<file path="src/source/fetch_addr_pkg.sv">
// Fetch address definitions
package fetch_addr_pkg;

    // Byte address width of the instruction bus
    localparam int ADDR_W = 32;

    // Byte address as seen by memory and decode
    typedef logic [ADDR_W-1:0] addr_t;

    // Program counter after power-on or system reset
    localparam addr_t START_ADDRESS = '0;

    // Distance between two consecutive 32-bit instructions
    localparam addr_t ADDR_STEP = addr_t'(4);

endpackage

</file>
<file path="src/source/fetch_instr_pkg.sv">
// Instruction word definitions
package fetch_instr_pkg;

    // One uncompressed RISC-V instruction
    typedef logic [31:0] instr_t;

    // addi x0, x0, 0
    localparam instr_t INSTR_NOP = 32'h0000_0013;

    // Entries in the instruction queue
    localparam int IQUEUE_DEPTH = 2;

endpackage

</file>
<file path="src/source/decode_issue.sv">
// Decode stage output registers
`timescale 1ns/100ps

module decode_issue (
    input  logic                    clk,
    input  logic                    reset_n,
    input  logic                    sys_reset_i,
    input  logic                    enable_i,
    input  logic                    redirect_i,
    input  logic                    confirmed_r_i,
    input  fetch_addr_pkg::addr_t   pc_target_i,
    input  logic                    fetch_valid_i,
    input  logic                    queue_valid_i,
    input  fetch_instr_pkg::instr_t queue_data_i,
    input  fetch_instr_pkg::instr_t instruction_data_i,
    output logic                    accept_o,
    output fetch_addr_pkg::addr_t   pc_o,
    output fetch_instr_pkg::instr_t instruction_o,
    output logic                    valid_o,
    output logic                    jumping_o
);
    import fetch_addr_pkg::*;
    import fetch_instr_pkg::*;

    logic   source_valid;
    instr_t next_instr;

    // Queued words are older than the one on the bus
    assign next_instr = queue_valid_i ? queue_data_i : instruction_data_i;

    // Nothing from the old stream passes in the redirect cycle
    assign source_valid = (fetch_valid_i || queue_valid_i) && !redirect_i;
    assign accept_o     = enable_i && source_valid;

    always_ff @(posedge clk or negedge reset_n) begin
        if (!reset_n) begin
            valid_o       <= 1'b0;
            instruction_o <= INSTR_NOP;
        end else if (sys_reset_i) begin
            valid_o       <= 1'b0;
            instruction_o <= INSTR_NOP;
        end else if (enable_i) begin
            valid_o <= source_valid;
            if (source_valid) begin
                instruction_o <= next_instr;
            end
        end
    end

    // Target first, then step per accepted instruction
    always_ff @(posedge clk or negedge reset_n) begin
        if (!reset_n) begin
            pc_o <= START_ADDRESS;
        end else if (sys_reset_i) begin
            pc_o <= START_ADDRESS;
        end else if (enable_i) begin
            if (confirmed_r_i) begin
                pc_o <= pc_target_i;
            end else if (source_valid) begin
                pc_o <= pc_o + ADDR_STEP;
            end
        end
    end

    // Tells decode the stream is switching
    always_ff @(posedge clk or negedge reset_n) begin
        if (!reset_n) begin
            jumping_o <= 1'b1;
        end else if (sys_reset_i) begin
            jumping_o <= 1'b1;
        end else if (redirect_i) begin
            jumping_o <= 1'b1;
        end else if (accept_o) begin
            jumping_o <= 1'b0;
        end
    end

endmodule

</file>
<file path="src/source/fetch_addr_gen.sv">
// Fetch address generator
`timescale 1ns/100ps

module fetch_addr_gen (
    input  logic                  clk,
    input  logic                  reset_n,
    input  logic                  sys_reset_i,
    input  logic                  enable_i,
    input  logic                  busy_i,
    input  logic                  redirect_i,
    input  fetch_addr_pkg::addr_t redirect_target_i,
    input  logic                  jumped_r_i,
    input  logic                  queue_valid_i,
    input  logic                  queue_space_i,
    input  logic                  almost_full_i,
    output logic                  push_o,
    output logic                  pop_o,
    output logic                  fetch_valid_o,
    output fetch_addr_pkg::addr_t instruction_address_o
);
    import fetch_addr_pkg::*;

    logic  busy_r;
    logic  hold;
    logic  hold_r;
    addr_t fetch_addr;

    // Decode drains the queue whenever it is enabled
    assign pop_o = enable_i;

    // Busy memory gave no answer, start-up counts as busy
    always_ff @(posedge clk or negedge reset_n) begin
        if (!reset_n) begin
            busy_r <= 1'b1;
        end else if (sys_reset_i) begin
            busy_r <= 1'b1;
        end else begin
            busy_r <= busy_i;
        end
    end

    // Word on the bus is usable unless a redirect made it stale
    assign fetch_valid_o = !busy_r && !jumped_r_i;

    // Queue the word unless decode takes it straight from memory
    assign push_o = fetch_valid_o && (!pop_o || queue_valid_i) && queue_space_i;

    // Hold the address on a busy memory
    // or when the word now arriving fills the queue
    // or when there is no room at all
    assign hold = busy_i
               || (!pop_o && ((almost_full_i && fetch_valid_o) || !queue_space_i));

    always_ff @(posedge clk or negedge reset_n) begin
        if (!reset_n) begin
            hold_r <= 1'b0;
        end else if (sys_reset_i) begin
            hold_r <= 1'b0;
        end else begin
            hold_r <= hold;
        end
    end

    always_ff @(posedge clk or negedge reset_n) begin
        if (!reset_n) begin
            fetch_addr <= START_ADDRESS;
        end else if (sys_reset_i) begin
            fetch_addr <= START_ADDRESS;
        end else if (redirect_i) begin
            fetch_addr <= redirect_target_i;
        end else if (!hold || (hold_r && push_o)) begin
            // Held request finally landed in the queue
            fetch_addr <= fetch_addr + ADDR_STEP;
        end
    end

    assign instruction_address_o = {fetch_addr[ADDR_W-1:2], 2'b00};

    // Redirect targets keep the address on word boundaries
    a_word_aligned : assert property (
        @(posedge clk) disable iff (!reset_n)
        fetch_addr[1:0] == 2'b00
    );

endmodule

</file>
<file path="src/source/fetch_unit.sv">
// Instruction fetch unit
`timescale 1ns/100ps

module fetch_unit (
    input  logic                  clk,
    input  logic                  reset_n,
    input  logic                  sys_reset_i,
    input  logic                  enable_i,
    // Redirect requests
    input  logic                  jump_i,
    input  logic                  ctx_switch_i,
    input  fetch_addr_pkg::addr_t jump_target_i,
    input  fetch_addr_pkg::addr_t ctx_switch_target_i,
    // Instruction memory
    input  logic                  busy_i,
    input  fetch_instr_pkg::instr_t instruction_data_i,
    output fetch_addr_pkg::addr_t instruction_address_o,
    // Towards decode
    output fetch_addr_pkg::addr_t pc_o,
    output fetch_instr_pkg::instr_t instruction_o,
    output logic                  valid_o,
    output logic                  jumping_o
);
    import fetch_addr_pkg::*;
    import fetch_instr_pkg::*;

    // Redirect control
    logic   redirect;
    addr_t  redirect_target;
    addr_t  pc_target;
    logic   confirmed_r;
    logic   jumped_r;

    // Queue side
    logic   push;
    logic   pop;
    logic   queue_valid;
    instr_t queue_data;
    logic   space;
    logic   almost_full;

    // Fetch status and decode acceptance
    logic   fetch_valid;
    logic   accept;

    redirect_ctrl u_redirect_ctrl (
        .clk                 (clk),
        .reset_n             (reset_n),
        .sys_reset_i         (sys_reset_i),
        .jump_i              (jump_i),
        .ctx_switch_i        (ctx_switch_i),
        .jump_target_i       (jump_target_i),
        .ctx_switch_target_i (ctx_switch_target_i),
        .accept_i            (accept),
        .redirect_o          (redirect),
        .redirect_target_o   (redirect_target),
        .confirmed_r_o       (confirmed_r),
        .jumped_r_o          (jumped_r),
        .pc_target_o         (pc_target)
    );

    fetch_addr_gen u_fetch_addr_gen (
        .clk                   (clk),
        .reset_n               (reset_n),
        .sys_reset_i           (sys_reset_i),
        .enable_i              (enable_i),
        .busy_i                (busy_i),
        .redirect_i            (redirect),
        .redirect_target_i     (redirect_target),
        .jumped_r_i            (jumped_r),
        .queue_valid_i         (queue_valid),
        .queue_space_i         (space),
        .almost_full_i         (almost_full),
        .push_o                (push),
        .pop_o                 (pop),
        .fetch_valid_o         (fetch_valid),
        .instruction_address_o (instruction_address_o)
    );

    // Queue is emptied by any redirect or by system reset
    instr_queue u_instr_queue (
        .clk           (clk),
        .reset_n       (reset_n),
        .flush_i       (redirect || sys_reset_i),
        .push_i        (push),
        .data_i        (instruction_data_i),
        .space_o       (space),
        .pop_i         (pop),
        .valid_o       (queue_valid),
        .data_o        (queue_data),
        .almost_full_o (almost_full)
    );

    decode_issue u_decode_issue (
        .clk                (clk),
        .reset_n            (reset_n),
        .sys_reset_i        (sys_reset_i),
        .enable_i           (enable_i),
        .redirect_i         (redirect),
        .confirmed_r_i      (confirmed_r),
        .pc_target_i        (pc_target),
        .fetch_valid_i      (fetch_valid),
        .queue_valid_i      (queue_valid),
        .queue_data_i       (queue_data),
        .instruction_data_i (instruction_data_i),
        .accept_o           (accept),
        .pc_o               (pc_o),
        .instruction_o      (instruction_o),
        .valid_o            (valid_o),
        .jumping_o          (jumping_o)
    );

endmodule

</file>
<file path="src/source/instr_queue.sv">
// Instruction ring buffer
`timescale 1ns/100ps

module instr_queue (
    input  logic                    clk,
    input  logic                    reset_n,
    input  logic                    flush_i,
    input  logic                    push_i,
    input  fetch_instr_pkg::instr_t data_i,
    output logic                    space_o,
    input  logic                    pop_i,
    output logic                    valid_o,
    output fetch_instr_pkg::instr_t data_o,
    output logic                    almost_full_o
);
    import fetch_instr_pkg::*;

    // Storage, no reset needed
    instr_t mem [IQUEUE_DEPTH];

    logic [$clog2(IQUEUE_DEPTH)-1:0] wr_ptr;
    logic [$clog2(IQUEUE_DEPTH)-1:0] rd_ptr;
    logic [$clog2(IQUEUE_DEPTH+1)-1:0] count;

    logic do_push;
    logic do_pop;

    // Flushed entries are never shown
    assign valid_o = (count != '0) && !flush_i;
    assign data_o  = mem[rd_ptr];

    // A read frees a slot for a write in the same cycle
    assign do_pop  = pop_i && valid_o;
    assign space_o = (count != IQUEUE_DEPTH) || do_pop;
    assign do_push = push_i && space_o && !flush_i;

    // One slot left
    assign almost_full_o = (count == IQUEUE_DEPTH - 1);

    always_ff @(posedge clk) begin
        if (do_push) begin
            mem[wr_ptr] <= data_i;
        end
    end

    always_ff @(posedge clk or negedge reset_n) begin
        if (!reset_n) begin
            wr_ptr <= '0;
            rd_ptr <= '0;
            count  <= '0;
        end else if (flush_i) begin
            wr_ptr <= '0;
            rd_ptr <= '0;
            count  <= '0;
        end else begin
            // Pointers wrap at the last entry
            if (do_push) begin
                if (wr_ptr == IQUEUE_DEPTH - 1) begin
                    wr_ptr <= '0;
                end else begin
                    wr_ptr <= wr_ptr + 1'b1;
                end
            end
            if (do_pop) begin
                if (rd_ptr == IQUEUE_DEPTH - 1) begin
                    rd_ptr <= '0;
                end else begin
                    rd_ptr <= rd_ptr + 1'b1;
                end
            end
            // Occupancy follows the net transfer
            if (do_push && !do_pop) begin
                count <= count + 1'b1;
            end else if (do_pop && !do_push) begin
                count <= count - 1'b1;
            end
        end
    end

    // Fetch side must stop pushing once the queue is full
    a_no_push_full : assert property (
        @(posedge clk) disable iff (!reset_n)
        (push_i && !flush_i) |-> space_o
    );

    // A read only hits a written entry
    a_no_pop_empty : assert property (
        @(posedge clk) disable iff (!reset_n)
        do_pop |-> ((rd_ptr != wr_ptr) || (count == IQUEUE_DEPTH))
    );

endmodule

</file>
<file path="src/source/redirect_ctrl.sv">
// Jump and context switch control
`timescale 1ns/100ps

module redirect_ctrl (
    input  logic                  clk,
    input  logic                  reset_n,
    input  logic                  sys_reset_i,
    input  logic                  jump_i,
    input  logic                  ctx_switch_i,
    input  fetch_addr_pkg::addr_t jump_target_i,
    input  fetch_addr_pkg::addr_t ctx_switch_target_i,
    input  logic                  accept_i,
    output logic                  redirect_o,
    output fetch_addr_pkg::addr_t redirect_target_o,
    output logic                  confirmed_r_o,
    output logic                  jumped_r_o,
    output fetch_addr_pkg::addr_t pc_target_o
);
    import fetch_addr_pkg::*;

    // Either request redirects the fetch stream
    assign redirect_o = jump_i || ctx_switch_i;

    // Context switch wins over a jump in the same cycle
    assign redirect_target_o = ctx_switch_i ? ctx_switch_target_i : jump_target_i;

    // Memory word returned in the next cycle belongs to the old stream
    // Starts high so the very first fetch is thrown away
    always_ff @(posedge clk or negedge reset_n) begin
        if (!reset_n) begin
            jumped_r_o <= 1'b1;
        end else if (sys_reset_i) begin
            jumped_r_o <= 1'b1;
        end else begin
            jumped_r_o <= redirect_o;
        end
    end

    // Pending redirect, held until decode takes the first new instruction
    always_ff @(posedge clk or negedge reset_n) begin
        if (!reset_n) begin
            confirmed_r_o <= 1'b1;
        end else if (sys_reset_i) begin
            confirmed_r_o <= 1'b1;
        end else if (redirect_o) begin
            confirmed_r_o <= 1'b1;
        end else if (accept_i) begin
            confirmed_r_o <= 1'b0;
        end
    end

    // Program counter that decode reports after the redirect
    always_ff @(posedge clk or negedge reset_n) begin
        if (!reset_n) begin
            pc_target_o <= START_ADDRESS;
        end else if (sys_reset_i) begin
            pc_target_o <= START_ADDRESS;
        end else if (redirect_o) begin
            pc_target_o <= redirect_target_o;
        end
    end

    // In-flight fetch must always be dropped after a redirect
    a_drop_after_redirect : assert property (
        @(posedge clk) disable iff (!reset_n)
        redirect_o |=> (jumped_r_o && !accept_i)
    );

endmodule
</file>
<file path="config.mk">
export PLATFORM = sky130hd
export DESIGN_NAME = fetch_unit
export DESIGN_NICKNAME = d
export VERILOG_FILES = /design/src/source/fetch_addr_pkg.sv /design/src/source/fetch_instr_pkg.sv /design/src/source/decode_issue.sv /design/src/source/fetch_addr_gen.sv /design/src/source/fetch_unit.sv /design/src/source/instr_queue.sv /design/src/source/redirect_ctrl.sv
export SDC_FILE = /design/constraint.sdc
export NUM_CORES = 1
export LEC_CHECK = 0
export ABC_AREA = 1
export BUFFER_PORTS_ARGS = -buffer_cell sky130_fd_sc_hd__buf_2
export CAP_MARGIN = 30
export CORE_MARGIN = 2
export CORE_UTILIZATION = 40
export CTS_CLUSTER_DIAMETER = 150
export DETAILED_ROUTE_END_ITERATION = 16
export HOLD_SLACK_MARGIN = 0.03
export SYNTH_ARGS = -nofsm -noshare
export SYNTH_HDL_FRONTEND = slang
export SYNTH_SLANG_ARGS = --single-unit
export TNS_END_PERCENT = 5
</file>
<file path="constraint.sdc">
create_clock -name clk -period 2.8 [get_ports clk]
set_input_delay 0.84 -clock clk [delete_from_list [all_inputs] [get_ports clk]]
set_output_delay 0.84 -clock clk [all_outputs]
set_load 0.02 [all_outputs]
</file>
==> summary.txt, run 1 <==
Run status
  • Status: complete, no violations

Critical path
  • Most common cell on crit path: nand2_1
  • Worst reg2reg path depth: 10
  • Critical path cell sequence: ha_1 -> nand2_1 -> nor2_1 -> nand3_1 -> nor2_1 -> nand3_1 -> nand2_1 -> nand3_1 -> nand2_1 -> nand2_1
  • Worst path top cell family by delay: simple AND/OR/NAND/NOR gates
  • Worst reg2reg setup slack: between 0.6 and 0.7 ns
  • Slowest CP cell: dfrtp_1
  • Stages on worst setup path: 10
  • Worst EP arrival: 2.47 ns
  • Worst Path Required: 3.15 ns
  • CP Launch Type: flop
  • R2r endpoint: u_decode_issue.pc_o[20]
  • Critical Path End Type: flop
  • Critical path class: reg2reg
  • Worst-path fanout max: 6
  • Crit path buf inv count: 0
  • Max incr delay on CP: roughly 0.44 ns
  • R2R Path Start: u_decode_issue.pc_o[3]

Drt
  • Highest metal used: met4
  • DRC: 0
  • Via count: ~9500
  • Wl on met1: 13.8 mm
  • Detailed Route WL: just over 30 mm
  • 1st-pass router iterations: 5
  • Metal3 WL: around 2.0 mm
  • WL/cell: 16.4 microns
  • WL met2: between 10 and 15 mm
  • Antenna-violating nets left: 0
  • Initial drt markers: 678
  • Detail-routed via count per cell: a little over 5

Die
  • IO Pins: about 200
  • Initial Util: around 40%
  • Die width: 165 microns
  • Die area: about 27000 sq um
  • Chip height: 165 microns
  • Core footprint: around 26000 sq um
  • Row count: 59

Global route
  • GRT overflow: 0
  • Initial antenna violation count: 2
  • First-pass GRT wire length: 47.8 mm
  • Largest net degree at the start of global routing: between 60 and 70
  • Vias in the first global route: 8731
  • GRT Resource Usage Total: approximately 23%

Clock network
  • Hold-fix buffers, CTS: 0
  • Clk pin slew, worst setup/hold paths: about 0.090 ns
  • Postcts setup bufs: 0
  • Clock Latency Late Sink: between 0.4 and 0.5 ns
  • CTS buffer count: 17
  • Clk buf depth: 2
  • Sink Count: approximately 200
  • Root buffer cell: clkbuf_16
  • Resized cells post-CTS: 0
  • H-tree depth: 4
  • CTS tree: done

Yosys
  • Post-synth EDFFs: 64
  • Post-synthesis compound-gate area fraction: a little under an eighth
  • Synth warn: 0
  • Syn_area_per_cell: slightly below 8 sq um
  • Yosys cell types: 43
  • Synth Area in Adders: less than 1%
  • Asr flop ratio synth: around two thirds
  • Largest family of logic cells by synthesized area: simple AND/OR/NAND/NOR gates
  • Synth Area in Simple Gates: between 20 and 30%
  • Register area share after synthesis: approximately half
  • Post-Syn Area: ~10000 sq um
  • Synth Area in XOR/XNOR: just over 1%
  • Mux share of post-synthesis cell area: less than 1%
  • Most common flop cell mapped by yosys: dfrtp_1
  • FF+latch count, synth: a little under 200
  • Cells after synthesis: 1332

Timing
  • Tcrit/Tclk final: 75.8%
  • Crit path time final: 2.12 ns
  • Final hold slack: around 0.36 ns
  • Final Hold Violating Endpoints: 0
  • Worst-margin pin slew: roughly 0.62 ns
  • Unrepaired setup endpoints after global routing: false
  • Final Setup Violations: 0
  • Slew margin rel.: slightly below 60%
  • Final slew viol count: 0
  • Clk_skew: approximately 0.016 ns
  • Max Freq: approximately 470 MHz

Power
  • LEAKAGE: approximately 5.7 nW
  • Psw: 1.84 mW
  • Max VDD drop: roughly 0.3 mV
  • Reg power frac: around half
  • Clk network pwr share: between 30% and 40%
  • Logic pwr share: a little over a tenth
  • Net Sw Frac: between 20% and 30%
  • Cell-internal power: approximately 4.5 mW
  • Pwr dens: between 500 and 600 nW/um^2

Placement
  • Post-DP HPWL: 22.3 mm
  • GP Congestion: between 0.8 and 0.9
  • PortBufs: 198
  • Cell Area, Placed: around 12000 sq um

Final layout
  • Total Nets Final: about 1600
  • Layout cell share with drive strength beyond 1: roughly a fifth
  • Synthesis-to-finish area growth: 19.5%
  • Fill count: between 2000 and 3000
  • Post-route cell area: approximately 12000 sq um

Min path
  • Hold crit path type: in2async

Run
  • Max-Cap Viols: 0
worst register-to-register path: cells and delay by family, from the launching register on:
kind,cells,cell delay (ns)
adders and majority gates,1,0.20
DFF,1,0.44
and+or+nand+nor,9,1.40
registers in the layout (all words and copies together), names as in the netlist:
signal,cells
u_instr_queue.wr_ptr,1
u_fetch_addr_gen.busy_r,1
u_decode_issue.pc_o,32
u_instr_queue.mem,64
u_decode_issue.valid_o,1
u_fetch_addr_gen.fetch_addr,30
u_instr_queue.count,2
u_fetch_addr_gen.hold_r,1
u_instr_queue.rd_ptr,1
u_decode_issue.instruction_o,32
u_decode_issue.jumping_o,1
u_redirect_ctrl.pc_target_o,32
u_redirect_ctrl.jumped_r_o,1
per-layer routing:
layer	vias up	global-route usage (%)
li1	4724	-
met1	4459	32.5
met2	297	35.9
met3	28	4.02
met4	0	6.56
met5	-	0
stage by stage:
| step | TNS, ns | util [%] | power (mW) | instances | setup WS [ns] |
|---|---|---|---|---|---|
| after floorplan | -15.44 | - | 3.60 | 1333 | -0.482 |
| after CTS | 0 | 48.3 | 6.43 | 1872 | 0.698 |
| final | 0 | 48.3 | 6.38 | 1874 | 0.678 |
| after detailed placement | 0 | 45.9 | 3.94 | 1840 | 0.295 |
| after global placement | 0 | 45.9 | 3.94 | 1840 | 0.322 |
| after global routing | 0 | 48.3 | 6.63 | 1874 | 0.507 |
power groups by stage:
stage	clock network, mW	logic (mW)	registers, mW
finish	2.50	0.676	3.21
global route	2.65	0.757	3.22
CTS	2.54	0.681	3.21
detailed placement	0	0.678	3.27
global placement	0	0.671	3.26
floorplan	0	0.300	3.30
worst max-delay path by stage:
stage	to	from
floorplan	u_instr_queue.mem[1][0]	sys_reset_i
global placement	u_fetch_addr_gen.fetch_addr[6]	ctx_switch_i
detailed placement	u_decode_issue.pc_o[10]	ctx_switch_i
CTS	u_decode_issue.pc_o[20]	u_decode_issue.pc_o[3]
global route	u_decode_issue.pc_o[20]	u_decode_issue.pc_o[2]
finish	u_decode_issue.pc_o[20]	u_decode_issue.pc_o[3]
cell usage after synthesis, types with 2 or more instances:
| master | number | area, sq um |
|---|---|---|
| o22ai_1 | 33 | 206 |
| a21oi_1 | 61 | 305 |
| edfxtp_1 | 64 | 1920 |
| o21bai_1 | 2 | 15.0 |
| dfrtp_1 | 129 | 3230 |
| o21ai_0 | 75 | 375 |
| nand4_1 | 8 | 50.1 |
| a21oi_2 | 7 | 61.3 |
| clkbuf_1 | 24 | 90.1 |
| xor2_1 | 8 | 70.1 |
| buf_4 | 4 | 30.0 |
| nor2_1 | 134 | 503 |
| buf_2 | 24 | 120 |
| o21a_1 | 3 | 22.5 |
| inv_1 | 115 | 432 |
| o211a_1 | 3 | 30.0 |
| nand3_1 | 74 | 370 |
| nor3_1 | 6 | 30.0 |
| o32ai_1 | 2 | 17.5 |
| inv_2 | 8 | 30.0 |
| or2_2 | 11 | 68.8 |
| dfstp_2 | 6 | 158 |
| and2_1 | 2 | 12.5 |
| o211ai_1 | 10 | 75.1 |
| nor2_4 | 2 | 22.5 |
| nand2_1 | 459 | 1720 |
| ha_1 | 6 | 75.1 |
| nand2_2 | 2 | 12.5 |
| xnor2_1 | 4 | 35.0 |
| o21ai_1 | 21 | 105 |
| nand3b_1 | 13 | 97.6 |
final cells by class:
type / count / area [sq um] / area share [%]
flip-flops and latches: 199 / 5310 / 42.7
multi-input cells: 957 / 4390 / 35.3
repair buffers: 225 / 1250 / 10.1
inverters: 124 / 465 / 3.74
clock buffers: 18 / 429 / 3.45
well taps: 335 / 419 / 3.37
clock inverters: 14 / 173 / 1.39
diodes: 2 / 5.00 / 0.0402
cells in the final DEF, fill, tap and decap left out, drive strengths merged:
master | Yosys | routed
nor2 | 137 | 137
o21ai | 97 | 97
a22oi | 1 | 1
diode | 0 | 2
and2 | 2 | 2
xnor2 | 4 | 4
dfrtp | 129 | 129
nand3b | 13 | 13
o32ai | 2 | 2
xor2 | 8 | 8
buf | 29 | 225
nor3 | 6 | 6
o22ai | 33 | 33
inv | 123 | 131
clkbuf | 24 | 18
nand3 | 76 | 76
ha | 6 | 6
mux2i | 1 | 1
a21oi | 68 | 68
nand4 | 9 | 9
nor3b | 1 | 1
nand2 | 462 | 462
o21bai | 2 | 2
o211ai | 10 | 10
or2 | 11 | 11
o21a | 3 | 3
clkinv | 1 | 7
edfxtp | 64 | 64
conb | 1 | 2
o211a | 3 | 3
dfstp | 6 | 6
logic make-up (layout without fill, tap and decap cells):
logic type,count (synthesis),count (layout)
fa+ha+maj,6,6
simple gates,717,717
buf+inv,177,381
other cells,1,4
compound gates,219,219
xor+xnor,12,12
mux,1,1
flops,199,199
Power figures use the tool's default switching activity.
==> run 2, diff against run 1 <==
Clock period 2.8 ns to 1.95 ns, I/O delays scaled along.
==> summary.txt, run 2 (synthesized netlist as in run 1, its figures left out) <==
Timing
  • Crit path time final: 1.80 ns (was 2.12 ns)
  • Clk_skew: 0.0142 ns (was 0.0156 ns)
  • Final slew viol count: 0 (unchanged)
  • Final Hold Violating Endpoints: 0 (unchanged)
  • Worst-margin pin slew: 0.597 ns (was 0.624 ns)
  • Slew margin rel.: 59.8% (was 58.4%)
  • Max Freq: 556 MHz (was 471 MHz)
  • Final WS setup: 0.151 ns (was 0.678 ns)
  • Setup TNS: 0 ns (unchanged)
  • Tcrit/Tclk final: 92.3% (was 75.8%)
  • Final Setup Violations: 0 (unchanged)
  • Final hold slack: 0.343 ns (was 0.360 ns)
  • Unrepaired setup endpoints after global routing: true (was false)

Critical path
  • Worst reg2reg path depth: 8 (was 10)
  • Worst-path fanout max: 21 (was 6)
  • R2R Path Start: u_instr_queue.count[1] (was u_decode_issue.pc_o[3])
  • Critical path class: reg2reg (unchanged)
  • CP Launch Type: flop (unchanged)
  • Worst reg2reg setup slack: 0.15 ns (was 0.68 ns)
  • Worst EP arrival: 1.94 ns (was 2.47 ns)
  • R2r endpoint: u_instr_queue.mem[0][29] (was u_decode_issue.pc_o[20])
  • Critical Path End Type: flop (unchanged)
  • Worst Path Required: 2.09 ns (was 3.15 ns)
  • Critical Path Source: u_instr_queue.count[1] (was u_decode_issue.pc_o[3])

Clock network
  • Clock Latency Late Sink: 0.44 ns (about the same)
  • Clk pin slew, worst setup/hold paths: 0.09 ns (about the same)
  • Sink Count: 199 (unchanged)
  • H-tree depth: 4 (unchanged)
  • CTS buffer count: 17 (unchanged)
  • Clk buf depth: 2 (unchanged)
  • CTS tree: done (unchanged)
  • Root buffer cell: clkbuf_16 (unchanged)

Die
  • IO Pins: 201 (unchanged)
  • Core footprint: 25800 sq um (unchanged)
  • Die area: 27300 sq um (unchanged)
  • Chip height: 165 microns (unchanged)
  • Initial Util: 40.4% (unchanged)
  • Die width: 165 microns (unchanged)
  • Row count: 59 (unchanged)

Final layout
  • Area occupied by multi-input gates: 4440 sq um (was 4390 sq um)
  • Total Nets Final: 1670 (was 1633)
  • Post-route insts no fill: 1909 (was 1874)
  • Largest Register: u_instr_queue.mem (unchanged)
  • Register area: 5310 sq um (about the same)
  • Post-route cell area: 12800 sq um (was 12400 sq um)
  • Commonest non-fill, non-tap cells in the layout: 456 x nand2_1, 197 x buf_2, 129 x nor2_1, 128 x dfrtp_1, 111 x inv_1 (was 459 x nand2_1, 197 x buf_2, 132 x nor2_1, 129 x dfrtp_1, 115 x inv_1)
  • Core Util, Final: 49.8% (was 48.3%)
  • Layout cell share with drive strength beyond 1: 22.2% (was 19.5%)
  • Commonest non-fill, non-tap cell in the layout: nand2_1 (unchanged)
  • Largest register FFs: 64 (unchanged)
  • Fill count: 2538 (was 2578)
  • Synthesis-to-finish area growth: 23.4% (was 19.5%)
  • # diodes: 0 (was 2)

Power
  • LEAKAGE: 5.92 nW (was 5.72 nW)
  • Max VDD drop: 0.516 mV (was 0.308 mV)
  • Power Total: 9.21 mW (was 6.38 mW)
  • Pwr dens: 717 nW/um^2 (was 513 nW/um^2)

Global route
  • Largest net degree at the start of global routing: 47 (was 62)
  • GRT overflow: 0 (unchanged)
  • GRT Resource Usage Total: 22.7% (was 22.9%)
  • Vias in the first global route: 8782 (was 8731)
  • Initial antenna violation count: 0 (was 2)
  • First-pass GRT wire length: 47.9 mm (was 47.8 mm)

Drt
  • Initial drt markers: 764 (was 678)
  • Via count: 9537 (was 9508)
  • WL/cell: 16.1 microns (was 16.4 microns)
  • 1st-pass router iterations: 5 (unchanged)
  • Detailed Route WL: 30.8 mm (was 30.7 mm)
  • DRC: 0 (unchanged)
  • Antenna-violating nets left: 0 (unchanged)
  • Detail-routed via count per cell: 5.00 (was 5.07)

Min path
  • Endpoint of the worst hold path: u_instr_queue.mem[0][12]
  • Hold Path Origin: instruction_data_i[12]
  • Hold depth: 1
  • Hold crit path type: in2reg (was in2async)

Run status
  • Status: complete, no violations (unchanged)

Placement
  • GP Congestion: 0.893 (was 0.888)
  • Placed instance count: 1873 (was 1840)
  • Place WS: -0.0991 ns (was 0.295 ns)
  • PortBufs: 198 (unchanged)
  • Cell Area, Placed: 12200 sq um (was 11800 sq um)
  • Post-DP HPWL: 22.4 mm (was 22.3 mm)

Run
  • Max-Cap Viols: 0 (unchanged)
==> run 2: changes by cell type in the layout (fill, tap and decap cells not counted), sizes merged <==
cell | previous run | this run
clkinv | 7 | 8
dlygate4sd3 | 0 | 1
inv | 131 | 130
diode | 2 | 0
buf | 225 | 261
==> run 2: how the worst max path moves through the flow <==
| stage | to | cells after the start |
|---|---|---|
| 3_3_place_gp | u_instr_queue.count[0] | 10 |
| 4_1_cts | u_instr_queue.count[0] | 11 |
| 5_1_grt | u_decode_issue.pc_o[26] | 11 |
| 6_report | u_instr_queue.mem[0][29] | 8 |
| 2_1_floorplan | u_instr_queue.mem[0][0] | 5 |
| 3_5_place_dp | u_instr_queue.count[0] | 10 |
==> run 2: worst max-delay path, stage by stage (launching register included) <==
cell and delay (ns):
dfrtp_1 0.40, buf_4 0.14, ha_1 0.18, inv_2 0.07, nand2_2 0.08, a21oi_4 0.19
nand2_2 0.10, nor2_4 0.16, buf_12 0.19
==> run 2: layout make-up <==
| type | instances | area share (%) |
|---|---|---|
| Sequential cell | 199 | 41.4 |
| Clock inverter | 14 | 1.36 |
| Multi-Input combinational cell | 957 | 34.6 |
| Clock buffer | 18 | 3.34 |
| Timing Repair Buffer | 262 | 12.4 |
| Inverter | 124 | 3.66 |
| Tap cell | 335 | 3.26 |
==> run 2: what timing repair did <==
item	in CTS	in global routing
hold buffers	1	0
setup endpoints to repair	0	92
hold endpoints to repair	7	0
resized for setup	0	15
setup buffers	0	3
==> run 2: routing by layer <==
metal	vias up	track usage (%)	share of wire (%)
met4	0	5.14	0.90
li1	4794	-	-
met5	-	0	0
met2	271	36.3	47
met3	20	3.12	4.9
met1	4452	32.7	48
==> run 2: where the power goes <==
group | switching, mW | internal [mW] | total [mW]
combinational | 0.654 | 0.366 | 1.02
clock | 1.84 | 1.75 | 3.58
sequential | 0.160 | 4.44 | 4.60
total | 2.65 | 6.56 | 9.21
